$ cat config.mk
export PLATFORM = sky130hd
export DESIGN_NAME = fetch_pc_gen
export DESIGN_NICKNAME = d
export VERILOG_FILES = /design/src/design/cpu_types_pkg.sv /design/src/design/fetch_pc_gen.sv
export VERILOG_INCLUDE_DIRS = /design/src /design/src/design
export SDC_FILE = /design/constraint.sdc
export NUM_CORES = 1
export LEC_CHECK = 0
export ABC_CLOCK_PERIOD_IN_PS = 2600
export BUFFER_PORTS_ARGS = -buffer_cell sky130_fd_sc_hd__buf_2
export CORE_AREA = 2 2 119 121
export CTS_CLUSTER_SIZE = 20
export DETAILED_ROUTE_END_ITERATION = 7
export DIE_AREA = 0 0 121 123
export PLACE_DENSITY = 0.66
export SYNTH_ARGS = -nofsm -noshare
export SYNTH_HDL_FRONTEND = slang
export SYNTH_SLANG_ARGS = --single-unit
$ cat constraint.sdc
create_clock -name clk -period 2.6 [get_ports clk]
set_clock_uncertainty 0.2 [all_clocks]
set_input_delay 0.13 -clock clk [delete_from_list [all_inputs] [get_ports clk]]
set_output_delay 0.13 -clock clk [all_outputs]
set_load 0.05 [all_outputs]
$ cat src/design/bp_settings.svh
`ifndef BP_SETTINGS_SVH
`define BP_SETTINGS_SVH

// index widths of the predictor tables.
`define BP_PHT_BITS 6
`define BP_BTB_BITS 6
`define BP_BIT_BITS 7

// return stack pointer width, 16 entries.
`define BP_RAS_BITS 4

// fixed fetch addresses.
`define BP_EXC_VECTOR   32'hbfc00380
`define BP_RESET_VECTOR 32'hbfc00000

`endif

$ cat src/design/cpu_types_pkg.sv
`default_nettype none
`include "bp_settings.svh"

package cpu_types_pkg;

    typedef logic [31:0] addr_t;
    typedef logic [31:0] word_t;

    // one instruction and one fetch bundle, in bytes.
    localparam word_t INSTR_BYTES  = 32'd4;
    localparam word_t BUNDLE_BYTES = 32'd8;

    localparam addr_t RESET_VECTOR = `BP_RESET_VECTOR;
    localparam addr_t EXC_VECTOR   = `BP_EXC_VECTOR;

endpackage

`default_nettype wire

$ cat src/design/fetch_pc_gen.sv
`timescale 1ns/1ps
`default_nettype none

module fetch_pc_gen (
    input  logic                 clk,
    input  logic                 resetn,
    input  logic                 pc_ready,
    output logic                 pc_valid,
    output cpu_types_pkg::addr_t pc,
    input  logic                 predict_taken,
    input  cpu_types_pkg::addr_t btb_target,
    input  logic                 is_ret,
    input  cpu_types_pkg::addr_t ras_pc,
    input  logic                 ras_valid,
    input  logic                 exc_flush,
    input  logic                 eret,
    input  cpu_types_pkg::addr_t epc,
    input  logic                 mispredict,
    input  cpu_types_pkg::addr_t recover_pc,
    input  logic                 d_flush,
    input  cpu_types_pkg::addr_t d_flush_pc,
    input  logic                 f2_flush,
    input  cpu_types_pkg::addr_t f2_flush_pc,
    input  logic                 no_ds,
    input  cpu_types_pkg::addr_t no_ds_pc,
    output logic                 bp_taken,
    output cpu_types_pkg::addr_t bp_target
);
    import cpu_types_pkg::*;

    addr_t fall_through;
    addr_t raw_target;
    logic  raw_taken;
    addr_t next_pc;
    logic  redirect;

    // ########################################################################
    // prediction
    // ########################################################################

    assign fall_through = {pc[31:3], 3'b000} + BUNDLE_BYTES;
    assign raw_taken    = (is_ret && ras_valid) || predict_taken;
    assign raw_target   = (is_ret && ras_valid) ? ras_pc : btb_target;

    // an empty target entry falls through.
    assign bp_taken  = raw_taken && (raw_target != '0);
    assign bp_target = bp_taken ? raw_target : fall_through;

    // ########################################################################
    // redirects, highest priority first
    // ########################################################################

    always_comb begin
        redirect = 1'b1;
        if (exc_flush) begin
            next_pc = EXC_VECTOR;
        end else if (eret) begin
            next_pc = epc;
        end else if (mispredict) begin
            next_pc = recover_pc;
        end else if (d_flush) begin
            next_pc = d_flush_pc;
        end else if (f2_flush) begin
            next_pc = f2_flush_pc;
        end else if (no_ds) begin
            next_pc = no_ds_pc + BUNDLE_BYTES;
        end else begin
            redirect = 1'b0;
            next_pc  = bp_target;
        end
    end

    // a redirect drops the pending fetch, so it ignores pc_ready.
    always_ff @(posedge clk) begin
        if (!resetn) begin
            pc       <= RESET_VECTOR;
            pc_valid <= 1'b0;
        end else begin
            pc_valid <= 1'b1;
            if (redirect || (pc_valid && pc_ready)) begin
                pc <= next_pc;
            end
        end
    end

endmodule

`default_nettype wire

-- Word level (Yosys, flattened, before mapping)
Index checks and enable logic that the tools add are counted.
- flip-flop bits (word level): 33
- bits in writable memories: 0
- memories: 0
- memory bits (read-only): 0
- input port bits: 236
- output and inout port bits: 66
- bits in latches: 0
- word-level logic and storage cells: 25
- magnitude comparators: 0
- equal/unequal tests: 0
- shift operators: 0
- $mul: 0
- bitwise operators: 0
- reductions and logical operators: 6
- divide/modulo/power cells: 0
- muxes and demuxes: 15
- $add $sub $neg: 2
- operators with widths (kind ; count):
    $mux W32 ; 8
    $add A32 B4 Y32 const B ; 2
    $reduce_bool A32 Y1 ; 1
    $mux W1 ; 7
    $logic_and A1 B1 Y1 ; 3
    $logic_or A1 B1 Y1 ; 2

-- Logic depth before layout (Yosys ltp)
- depth after elaboration: 11
- mapped depth: 9
- depth with buffers taken out: 8

-- Worst setup path after synthesis
Ideal clock, no wire load.
- path kind: flip-flop to flip-flop
- start: register pc[3]
- end: register pc[31]
- library setup time: 0.061 ns
- setup slack: -0.687 ns
- arrival time: 3.026 ns
- period minus slack after synthesis: 3.287 ns
- stages on the path, launching flop included: 10
- cell sequence: dfxtp_1 -> ha_1 -> and3_1 -> buf_2 -> nand4_2 -> or2_1 -> nor3_1 -> xnor2_1 -> mux2i_1 -> a211o_1
- word-level cells in the longest chain between the ends: 8
- RTL lines (what ; RTL line ; RTL):
    from (decl) ; fetch_pc_gen.sv:9 ; output cpu_types_pkg::addr_t pc,
    from (signal assigned) ; fetch_pc_gen.sv:81 ; pc <= next_pc;
    $add A32 B4 Y32 ; fetch_pc_gen.sv:41 ; assign fall_through = {pc[31:3], 3'b000} + BUNDLE_BYTES;
    $mux W32 ; fetch_pc_gen.sv:47 ; assign bp_target = bp_taken ? raw_target : fall_through;
    via bp_target[31] ; fetch_pc_gen.sv:27 ; output cpu_types_pkg::addr_t bp_target
    $mux W32 ; fetch_pc_gen.sv:65 ; end else if (no_ds) begin
    $mux W32 ; fetch_pc_gen.sv:63 ; end else if (f2_flush) begin
    $mux W32 ; fetch_pc_gen.sv:61 ; end else if (d_flush) begin
    $mux W32 ; fetch_pc_gen.sv:59 ; end else if (mispredict) begin
    $mux W32 ; fetch_pc_gen.sv:57 ; end else if (eret) begin
    $mux W32 ; fetch_pc_gen.sv:55 ; if (exc_flush) begin
The timed path passes the listed nets, and every way through them passes these cells.
A chain may end at the register's enable or synchronous reset.

-- Final worst setup path
- start: register pc[3]
- end: output port bp_target[25]
- word-level cells in the longest chain between the ends: 2
- RTL lines (what ; RTL line):
    $add A32 B4 Y32 ; fetch_pc_gen.sv:41
    $mux W32 ; fetch_pc_gen.sv:47
    to (decl) ; fetch_pc_gen.sv:27
Every way passes these cells.

==> run metrics <==
Final Instance Area between 0.007 and 0.008 mm^2; area grow syn2layout 59.7%; GRT busiest layer met2; met2 Resource Use GR a little over half; share of layout cells above drive strength 1 45.3%; Max Cap Violations 0; Cell Pwr Density ~360 mW/mm^2; GRT Residual Overflow 0; H-Tree Depth 2; met3 Usage GRT about 5.0%; worst setup path end bp_target[25]; IR Drop Worst-Case VDD between 0.2 and 0.3 mV; Area contributors post-synth dfxtp_1 15%, mux2i_1 12%, xnor2_1 6.1%; Syn Nets roughly 850; crit path kind flip-flop to output pin; Critical Path End Type output pin; final period utilization between 90% and 100%; CP startpoint kind flip-flop; Worst Tran Pin Value 0.574 ns; drt via density around 5.8; Skew-Pair Late Insertion Delay 0.29 ns; R2R Setup Slk around 0.11 ns; final wirelength roughly 25 mm; clk buf depth 2; Nets roughly 1,200; most frequent cells in the layout 295 x buf_2, 65 x buf_4, 48 x nand2_1; Detailed Route Iter0 Violations about 800; Die X-Extent approximately 120 um; Setup crit start pc[3]$_SDFFE_PN0P_; CTS buffer count 5; Synth top area share 14.9%; Core Box Area between 0.01 and 0.015 mm^2; first-pass GRT wire length 35.6 mm; hpwl dp between 20 and 25 mm; # clock sinks 33; #FFs+latches synth 33; Final Max Tran Viols 0; min Tclk post-route between 2 and 3 ns; achievable frequency ~400 MHz; row cnt 43; Slew headroom 61.6%; Synth area leader dfxtp_1; DR vias between 6,000 and 7,000; final core utilization a little over half; pin count of the biggest net entering global routing just over 40; Reg2Reg Launch Point pc_valid$_DFF_P_; Post-synth EDFFs 0; Mapped Cells between 600 and 700; RSZ-0062 raised after global routing no; register area share after synthesis between 10% and 20%; Placed Area 0.00669 mm^2; DRT antenna net count 0; Setup Buffers After CTS 0; status complete, no violations; DRC viols 0; gr usage total about a third; met1 Use GR a little over two fifths; worst hold path class input port to flip-flop; leakage 3.24 nW; io pins slightly above 300; post-DR wirelength/cell 21.7 um; die area roughly 0.015 mm^2; PnR Total Power 2.55 mW; Cell variety after synth 67; Mapped Area approximately 0.0044 mm^2; root buffer cell clkbuf_16; initial core utilization roughly a third; Placer Congestion a little under 1; Primary FF master, synth dfxtp_1; async set-reset flop share out of synthesis 0%; most common cell after layout, fill and taps aside buf_2; Clock transition at path regs around 0.060 ns; Worst EP required about 2.3 ns; Pre-Repair DR Iteration Count 6; Worst Path Max Fanout 6; # setup viols final 0; CTS tree built; Avg Cell Area, Syn roughly 7.3 um^2; initial antenna violation count 3; Final Hold Violating Endpoints 0; vias in the first global route about 6,200; CP arrival ~2.2 ns; Die H 123 um; r2r endpoint pc[24]$_SDFFE_PN1P_; synth warn 0; IO buf count 301; R2R cell count 7
[metrics by stage]
| step | worst slack (ns) | hold slack (ns) | TNS (ns) | instances |
|---|---|---|---|---|
| 6_report | 0.100 | 0.00494 | 0 | 1147 |
| 5_1_grt | 0.0272 | 0.0331 | 0 | 1146 |
| 4_1_cts | 0.0186 | 0.00310 | 0 | 1144 |
| 3_5_place_dp | 0.00463 | 0.225 | 0 | 1116 |
| 3_3_place_gp | 0.0995 | 0.218 | 0 | 1116 |
| 2_1_floorplan | -0.0201 | -0.0423 | -0.0201 | 611 |
[routing by layer]
layer / up-vias / wire [um]
met3: 47 / 2620
met2: 451 / 11500
met1: 3067 / 10100
li1: 3085 / -
met5: - / 12
met4: 2 / 659
[area by class of cell]
| cell class | count | area, um^2 |
|---|---|---|
| Antenna cell | 3 | 7.51 |
| Clock buffer | 6 | 129 |
| Clock inverter | 2 | 10.0 |
| Fill cell | 1398 | 6520 |
| Inverter | 15 | 58.8 |
| Multi-Input combinational cell | 522 | 3720 |
| Sequential cell | 33 | 684 |
| Tap cell | 180 | 225 |
| Timing Repair Buffer | 386 | 2250 |
[sequential cells by signal, summed over array words and instances, names as in the netlist]
signal	cells
pc	32
pc_valid	1
[cells in the mapped netlist, types with 19 or more instances]
cell type	instances
nand3_1	32
a221oi_1	20
xor2_1	21
nor2_1	34
xnor2_1	31
a21oi_1	42
nor4_1	19
dfxtp_1	33
o21ai_0	46
clkbuf_1	29
nand2_1	49
mux2i_1	52
[logic make-up after synthesis]
group | Yosys count | share of synthesized area, %
xor gates and xnor gates | 52 | 10.3
buffers and inverters | 56 | 5.41
muxes | 57 | 13.5
DFF | 33 | 14.9
and+or+nand+nor | 211 | 25.0
AOI/OAI and AO/OA | 200 | 30.4
adders and majority gates | 2 | 0.563
[critical path, cell delays in order, from the launching register on]
cell	delay [ns]
dfxtp_4	0.37
ha_1	0.19
and3_4	0.22
nand4_4	0.13
nor3_1	0.28
xnor2_1	0.14
mux2i_2	0.26
clkbuf_4	0.30
[worst min-delay path by stage]
stage	startpoint	to	slack (ns)	cells after the start
2_1_floorplan	resetn	pc_valid$_DFF_P_	-0.04	0
3_3_place_gp	epc[17]	pc[17]$_SDFFE_PN0P_	0.22	3
3_5_place_dp	epc[17]	pc[17]$_SDFFE_PN0P_	0.22	3
4_1_cts	epc[23]	pc[23]$_SDFFE_PN1P_	0.003	3
5_1_grt	d_flush_pc[7]	pc[7]$_SDFFE_PN0P_	0.03	3
6_report	epc[23]	pc[23]$_SDFFE_PN1P_	0.005	3
[power breakdown]
| group | leakage, nW | internal [mW] | total (mW) | switching [mW] |
|---|---|---|---|---|
| Sequential | 0.278 | 0.542 | 0.589 | 0.0469 |
| Combinational | 2.89 | 0.514 | 1.38 | 0.864 |
| Clock | 0.0706 | 0.352 | 0.583 | 0.232 |
[what timing repair did]
| item | CTS | global route |
|---|---|---|
| endpoints found under the setup margin | 2 | 10 |
| hold buffers | 20 | 0 |
| resized for setup | 5 | 10 |
| endpoints found under the hold margin | 16 | 0 |
| cloned | 0 | 0 |
Power figures use the tool's default switching activity.
