[src/design/bp_settings.svh]
`ifndef BP_SETTINGS_SVH
`define BP_SETTINGS_SVH

// index widths of the predictor tables.
`define BP_PHT_BITS 6
`define BP_BTB_BITS 6
`define BP_BIT_BITS 7

// return stack pointer width, 16 entries.
`define BP_RAS_BITS 4

// fixed fetch addresses.
`define BP_EXC_VECTOR   32'hbfc00380
`define BP_RESET_VECTOR 32'hbfc00000

`endif

[src/design/cpu_types_pkg.sv]
`default_nettype none
`include "bp_settings.svh"

package cpu_types_pkg;

    typedef logic [31:0] addr_t;
    typedef logic [31:0] word_t;

    // one instruction and one fetch bundle, in bytes.
    localparam word_t INSTR_BYTES  = 32'd4;
    localparam word_t BUNDLE_BYTES = 32'd8;

    localparam addr_t RESET_VECTOR = `BP_RESET_VECTOR;
    localparam addr_t EXC_VECTOR   = `BP_EXC_VECTOR;

endpackage

`default_nettype wire

[src/design/bp_pkg.sv]
`default_nettype none
`include "bp_settings.svh"

package bp_pkg;
    import cpu_types_pkg::*;

    typedef logic [1:0]                pht_ctr_t;
    typedef logic [7:0]                ras_cnt_t;
    typedef logic [`BP_PHT_BITS-1:0]   pht_idx_t;
    typedef logic [`BP_BTB_BITS-1:0]   btb_idx_t;
    typedef logic [`BP_BIT_BITS-1:0]   bit_idx_t;
    typedef logic [`BP_RAS_BITS-1:0]   ras_ptr_t;

    localparam pht_ctr_t PHT_WEAK_NT = 2'd1;
    localparam pht_ctr_t PHT_WEAK_T  = 2'd2;

    // all indices end at pc bit 13.
    function automatic pht_idx_t pht_index(input addr_t pc);
        return pc[13 -: `BP_PHT_BITS];
    endfunction

    function automatic btb_idx_t btb_index(input addr_t pc);
        return pc[13 -: `BP_BTB_BITS];
    endfunction

    function automatic bit_idx_t bit_index(input addr_t pc);
        return pc[13 -: `BP_BIT_BITS];
    endfunction

    // saturating step of a direction counter.
    function automatic pht_ctr_t pht_step(input pht_ctr_t ctr, input logic up);
        if (up) begin
            return (ctr == 2'd3) ? ctr : ctr + 2'd1;
        end
        return (ctr == 2'd0) ? ctr : ctr - 2'd1;
    endfunction

endpackage

`default_nettype wire

[src/design/bru_update_if.sv]
`timescale 1ns/1ps
`default_nettype none

interface bru_update_if;
    import cpu_types_pkg::*;

    logic  valid;
    logic  taken;
    logic  is_call;
    logic  is_ret;
    addr_t ins_pc;
    addr_t target;

    // driven by the branch unit side.
    modport source (
        output valid, taken, is_call, is_ret, ins_pc, target
    );

    // watched by the predictor tables.
    modport monitor (
        input valid, taken, is_call, is_ret, ins_pc, target
    );

endinterface

`default_nettype wire

[src/design/bp_direction_table.sv]
`timescale 1ns/1ps
`default_nettype none

module bp_direction_table (
    input  logic                 clk,
    input  logic                 resetn,
    bru_update_if.monitor        upd,
    input  cpu_types_pkg::addr_t fetch_pc,
    output logic                 predict_taken
);
    import cpu_types_pkg::*;
    import bp_pkg::*;

    localparam int DEPTH = 2 ** $bits(pht_idx_t);

    pht_ctr_t pht [DEPTH];
    addr_t    train_pc;
    logic     second_slot;
    pht_idx_t train_idx;
    pht_idx_t slot0_idx;
    pht_idx_t read_idx;

    // a second-slot branch trains the entry of the following bundle.
    assign second_slot = upd.ins_pc[2];
    assign train_pc    = second_slot ? upd.ins_pc + INSTR_BYTES : upd.ins_pc;
    assign train_idx   = pht_index(train_pc);
    assign slot0_idx   = pht_index(upd.ins_pc);

    assign read_idx      = pht_index(fetch_pc);
    assign predict_taken = (pht[read_idx] >= PHT_WEAK_T);

    always_ff @(posedge clk) begin
        if (!resetn) begin
            for (int i = 0; i < DEPTH; i++) begin
                pht[i] <= PHT_WEAK_NT;
            end
        end else if (upd.valid) begin
            pht[train_idx] <= pht_step(pht[train_idx], upd.taken);
            // own bundle entry is weakened, this wins when the two alias.
            if (second_slot) begin
                pht[slot0_idx] <= pht_step(pht[slot0_idx], 1'b0);
            end
        end
    end

endmodule

`default_nettype wire

[src/flat_wrapper.sv]
// flat-port wrapper written by rule: the top's interface ports become plain ports
module bp_direction_table_flat import cpu_types_pkg::*; import bp_pkg::*;
  (clk, resetn, fetch_pc, predict_taken, upd_valid, upd_taken, upd_is_call, upd_is_ret, upd_ins_pc, upd_target);
  bru_update_if upd_i ();
  input  logic clk;
  input  logic resetn;
  input  cpu_types_pkg::addr_t fetch_pc;
  output logic predict_taken;
  input wire logic [$bits(upd_i.valid)-1:0] upd_valid;
  input wire logic [$bits(upd_i.taken)-1:0] upd_taken;
  input wire logic [$bits(upd_i.is_call)-1:0] upd_is_call;
  input wire logic [$bits(upd_i.is_ret)-1:0] upd_is_ret;
  input wire logic [$bits(upd_i.ins_pc)-1:0] upd_ins_pc;
  input wire logic [$bits(upd_i.target)-1:0] upd_target;
  assign upd_i.valid = upd_valid;
  assign upd_i.taken = upd_taken;
  assign upd_i.is_call = upd_is_call;
  assign upd_i.is_ret = upd_is_ret;
  assign upd_i.ins_pc = upd_ins_pc;
  assign upd_i.target = upd_target;
  bp_direction_table u_core (.clk(clk), .resetn(resetn), .upd(upd_i), .fetch_pc(fetch_pc), .predict_taken(predict_taken));
endmodule
[config.mk]
export PLATFORM = sky130hd
export DESIGN_NAME = bp_direction_table_flat
export DESIGN_NICKNAME = d
export VERILOG_FILES = /design/src/design/cpu_types_pkg.sv /design/src/design/bp_pkg.sv /design/src/design/bru_update_if.sv /design/src/design/bp_direction_table.sv /design/src/flat_wrapper.sv
export VERILOG_INCLUDE_DIRS = /design/src /design/src/design
export SDC_FILE = /design/constraint.sdc
export NUM_CORES = 1
export LEC_CHECK = 0
export CORE_ASPECT_RATIO = 1.1
export CORE_MARGIN = 2
export CORE_UTILIZATION = 37
export DETAILED_ROUTE_END_ITERATION = 10
export DONT_BUFFER_PORTS = 1
export HOLD_SLACK_MARGIN = 0.1
export PLACE_DENSITY = 0.57
export SLEW_MARGIN = 25
export SYNTH_ARGS = -nofsm -noshare
export SYNTH_HDL_FRONTEND = slang
export SYNTH_SLANG_ARGS = --single-unit
[constraint.sdc]
create_clock -name clk -period 6.6 [get_ports clk]
set_input_delay 1.32 -clock clk [delete_from_list [all_inputs] [get_ports clk]]
set_output_delay 1.32 -clock clk [all_outputs]
set_load 0.1 [all_outputs]
After elaboration in Yosys (flattened, before gate mapping)
Memory sizes are Yosys's and may differ from the RTL's.
Index checks and enable logic that the tools add are counted.

word-level totals
  register bits = 0
  bits in latches = 0
  bits in writable memories = 128
  ROM bits = 0
  input port bits = 102
  memories = 1

cells by class
  add/subtract/negate cells = 4
  multipliers = 0
  div/mod/pow operators = 0
  magnitude comparators = 1
  eq/ne operators = 1
  shift operators = 0
  multiplexer cells = 25
  bitwise gates (word level) = 0
  reduce and logical (&&, ||, !) cells = 4

memory list
  memory      depth  bits a word  read ports  clocked after memory_dff  wr ports  RTL line                  text
  u_core.pht  64     2            3           0                         64        bp_direction_table.sv:16  pht_ctr_t pht [DEPTH];

operator list
  operator                                                            count
  2-bit 2-to-1 mux                                                    9
  14-bit by 3-bit adder with 14-bit output, second input constant     1
  14-bit 2-to-1 mux                                                   1
  1-bit 2-to-1 mux                                                    13
  6-bit 2-to-1 mux                                                    2
  2-bit logical NOT                                                   2
  2-bit OR reduction                                                  2
  2-bit by 1-bit subtractor with 2-bit output, second input constant  2
  2-bit by 1-bit adder with 2-bit output, second input constant       1
  2-bit == test, second input constant                                1
  2-bit >= comparator, second input constant                          1

Longest topological paths before layout
An unclocked memory read counts as a cell.

  depth in word-level cells = 10
  depth in mapped cells = 15

Worst setup path after synthesis
Ideal clock, no wire load.

  path kind = input -> output
  from = in fetch_pc[8]
  to = out predict_taken
  arrival time = 4.007 ns
  setup slack = 1.273 ns
  stages on the path = 5
  cells stage by stage = clkbuf_1 buf_1 mux4_2 mux4_2 mux4_2

on the way
  cells in the longest elaborated chain, start to end = 2

RTL lines
  what                    RTL line                  text
  start, declared         flat_wrapper.sv:7         input cpu_types_pkg::addr_t fetch_pc;
  memory read 64 x 2 bit  n/a
  2-bit >= comparator     bp_direction_table.sv:30  assign predict_taken = (pht[read_idx] >= PHT_WEAK_T);
  end, declared           flat_wrapper.sv:8         output logic predict_taken;

No other way between the ends.

==> flow_summary.toml <==
[logic_synthesis]
syn_avg_cell_area_um2 = 8.89
async_flop_share_pct = 0
ys.flop_type = "edfxtp_1"
synth_fp_nets = 1431
muxShareOfSynthArea_pct = 10.7
synth_cells = 1329
seq_area_frac_synth_pct = 32.5
synth-adder-area-share_pct = 0.286
synth_xor_area_share_pct = 0.677
synth_compound_area_share_pct = 27.7
synth_edf_count = 128
yosysWarnings = 0
synth.distinct_cells = 89
synthSimpleGateAreaFrac_pct = 22.0
syn-cell-area_um2 = 11800
synth_seq_cells = 128
synth_top_family_by_area = "compound AO/OA/AOI/OAI gates"

[worst_setup_path]
max_stage_delay_ns = 0.77
crit_arrival_ns = 5.05
crit_fanout = 25
cp_data_required_time_ns = 6.75
critical_path.top_delay_family = "compound AO/OA/AOI/OAI gates"
crit_type = "primary input to register"
crit_buf_inv = 2
critPathSlowestCell = "and2_1"
setup.worst_path.end_class = "register"
startpoint_type = "primary input"
cpMostUsedCell = "buf_4"
path_cells = "and2_1 -> nand2_2 -> buf_4 -> o32a_1 -> o22ai_1 -> nor4_1 -> a32oi_1 -> o32ai_4 -> a21oi_4 -> buf_4 -> o32ai_2"

[sta]
worst_slack_ns = 1.69
slew-limit-headroom_pct = 26.9
tightest_slew_ns = 1.09
skew_ns = 0.00875
fmax_mhz = 204
setup_viol = 0
slew_viol_final = 0
totalNegativeSetupSlack_ns = 0
hold_ws_ns = 1.11
fin_crit_ns = 4.91
fin_crit_sh_pct = 74.4
hold_violations = 0
rsz0062_at_grt = "false"

[cts]
clkSlewWorstSetupHoldPaths_ns = 0.06
cts_max_level = 4
cts-resized-gates = 0
post_cts_buffers = 0
cts_tree = "built"
cts_made_buffers = 17
clkLatencyLatePin_ns = 0.44
clkSinkCount = 128
cts_root_buf = "clkbuf_16"
clockBufferDepth = 2
postCtsHoldBufs = 0

[global_routing]
grt_antenna_before_repair = 3
grt-ovfl-total = 0
grt_max_degree = 115
grt_pass1_vias = 10951
grt_pass1_wl_um = 72100
grt.total_usage_pct = 29.2

[layout]
regMostFlops = "u_core.pht"
top_regs = "u_core.pht: 128 flops"
nNetsFinal = 1358
final_cells = 1688
antennaDiodeCount = 0
layout_common_cells = "nand2_1, nor2_1, edfxtp_1, nand3_1, a21oi_1"
area_growth_pct = 6.75
final_common_cell = "nand2_1"
layout-drive-gt1-share_pct = 16.7
postLayoutCoreUtil_pct = 40.2
largest_register_ffs = 128
fillers = 3064

[die]
die_x_um = 174
num_rows = 68
coreArea_um2 = 31400
die-area_um2 = 33400
num_io_pins = 103
die_h_um = 191
start_util_pct = 37.7

[power]
leakagePower_uw = 0.00382
ir_drop_mv = 0.206
cellPowerDensity_nw_per_um2 = 181

[route]
routed_via_density = 7.00
antenna_left = 0
wl_um = 48900
drtIter0Drc = 1699
via_count = 11821
wl_per_cell_um = 29.0
drc_errors = 0
drt_pre_antenna_iters = 6

[place]
portBuffers = 0
dpl.hpwl_um = 32600
globalplace.congestion = 1.01
place_inst = 1657
place_ws_ns = 1.35

[flow_run]
drv_cap = 0

[min_path]
hp-class = "primary input to register"

[status]
outcome = "completed"
layout make-up:
| type | instances | area (um^2) | area share, % |
|---|---|---|---|
| multi-input combinational | 1058 | 7310 | 57.9 |
| sequential | 128 | 3840 | 30.5 |
| tap | 420 | 526 | 4.16 |
| clock buffer | 19 | 433 | 3.43 |
| timing repair buffer | 42 | 353 | 2.80 |
| clock inverter | 12 | 120 | 0.952 |
| inverter | 9 | 33.8 | 0.268 |
cells by family (layout without fill, tap and decap cells):
family / after synthesis / after routing
AO/OA/AOI/OAI: 396 / 396
XOR/XNOR: 7 / 7
adder cells (fa/ha/maj): 3 / 3
buffers and inverters: 143 / 82
flip-flops: 128 / 128
multiplexers: 87 / 87
AND/OR/NAND/NOR: 565 / 565
path summary, 6_finish.rpt:
path / from / endpoint / slack [ns] / cells after the start
hold reg to reg: u_core.pht[13][0] / u_core.pht[60][0] / 1.44 / 6
hold / removal: resetn / u_core.pht[48][0] / 1.11 / 1
setup reg to reg: u_core.pht[36][1] / u_core.pht[0][1] / 2.67 / 8
setup / recovery: upd_ins_pc[2] / u_core.pht[18][1] / 1.69 / 11
layer usage:
metal  wire, um  up-vias  global-route usage (%)
met5         35        -                       0
met4       3180        6                    18.7
met3       5420      175                    6.07
met2      21800      844                    44.8
met1      18500     5727                    37.5
li1           -     5069                       -
Yosys cell counts, types with 7 or more instances:
library cell,number,area (um^2)
nand2_1,188,706
nor2_1,148,556
edfxtp_1,128,3840
nand3_1,111,556
clkbuf_1,62,233
a21oi_1,49,245
mux2i_1,44,440
a31oi_1,38,238
a41oi_1,38,333
buf_2,35,175
o21ai_0,34,170
mux4_2,30,676
nor3_1,30,150
o22ai_2,30,375
o32ai_2,30,488
o211ai_1,26,195
o22ai_1,24,150
buf_4,22,165
o21ai_1,13,65.1
a22oi_1,12,90.1
mux2_2,12,135
nand2b_1,11,68.8
or3_1,10,62.6
and3_1,9,56.3
buf_6,9,101
o31ai_1,9,67.6
a221oi_1,8,70.1
a22o_1,8,70.1
a32oi_1,8,70.1
and2_1,8,50.1
nor2b_1,8,50.1
a2bb2oi_1,7,61.3
nand4_1,7,43.8
power by group:
group	internal, uW	switching, uW
clock network	547	368
logic	138	298
registers	915	25.1
metrics by stage:
stage          cell area (um^2)  power (uW)
2_1_floorplan             11800        1290
3_3_place_gp              12100        1380
3_5_place_dp              12100        1380
4_1_cts                   12600        2280
5_1_grt                   12600        2340
6_report                  12600        2290
No activity file was read; power rests on OpenSTA's default activity.
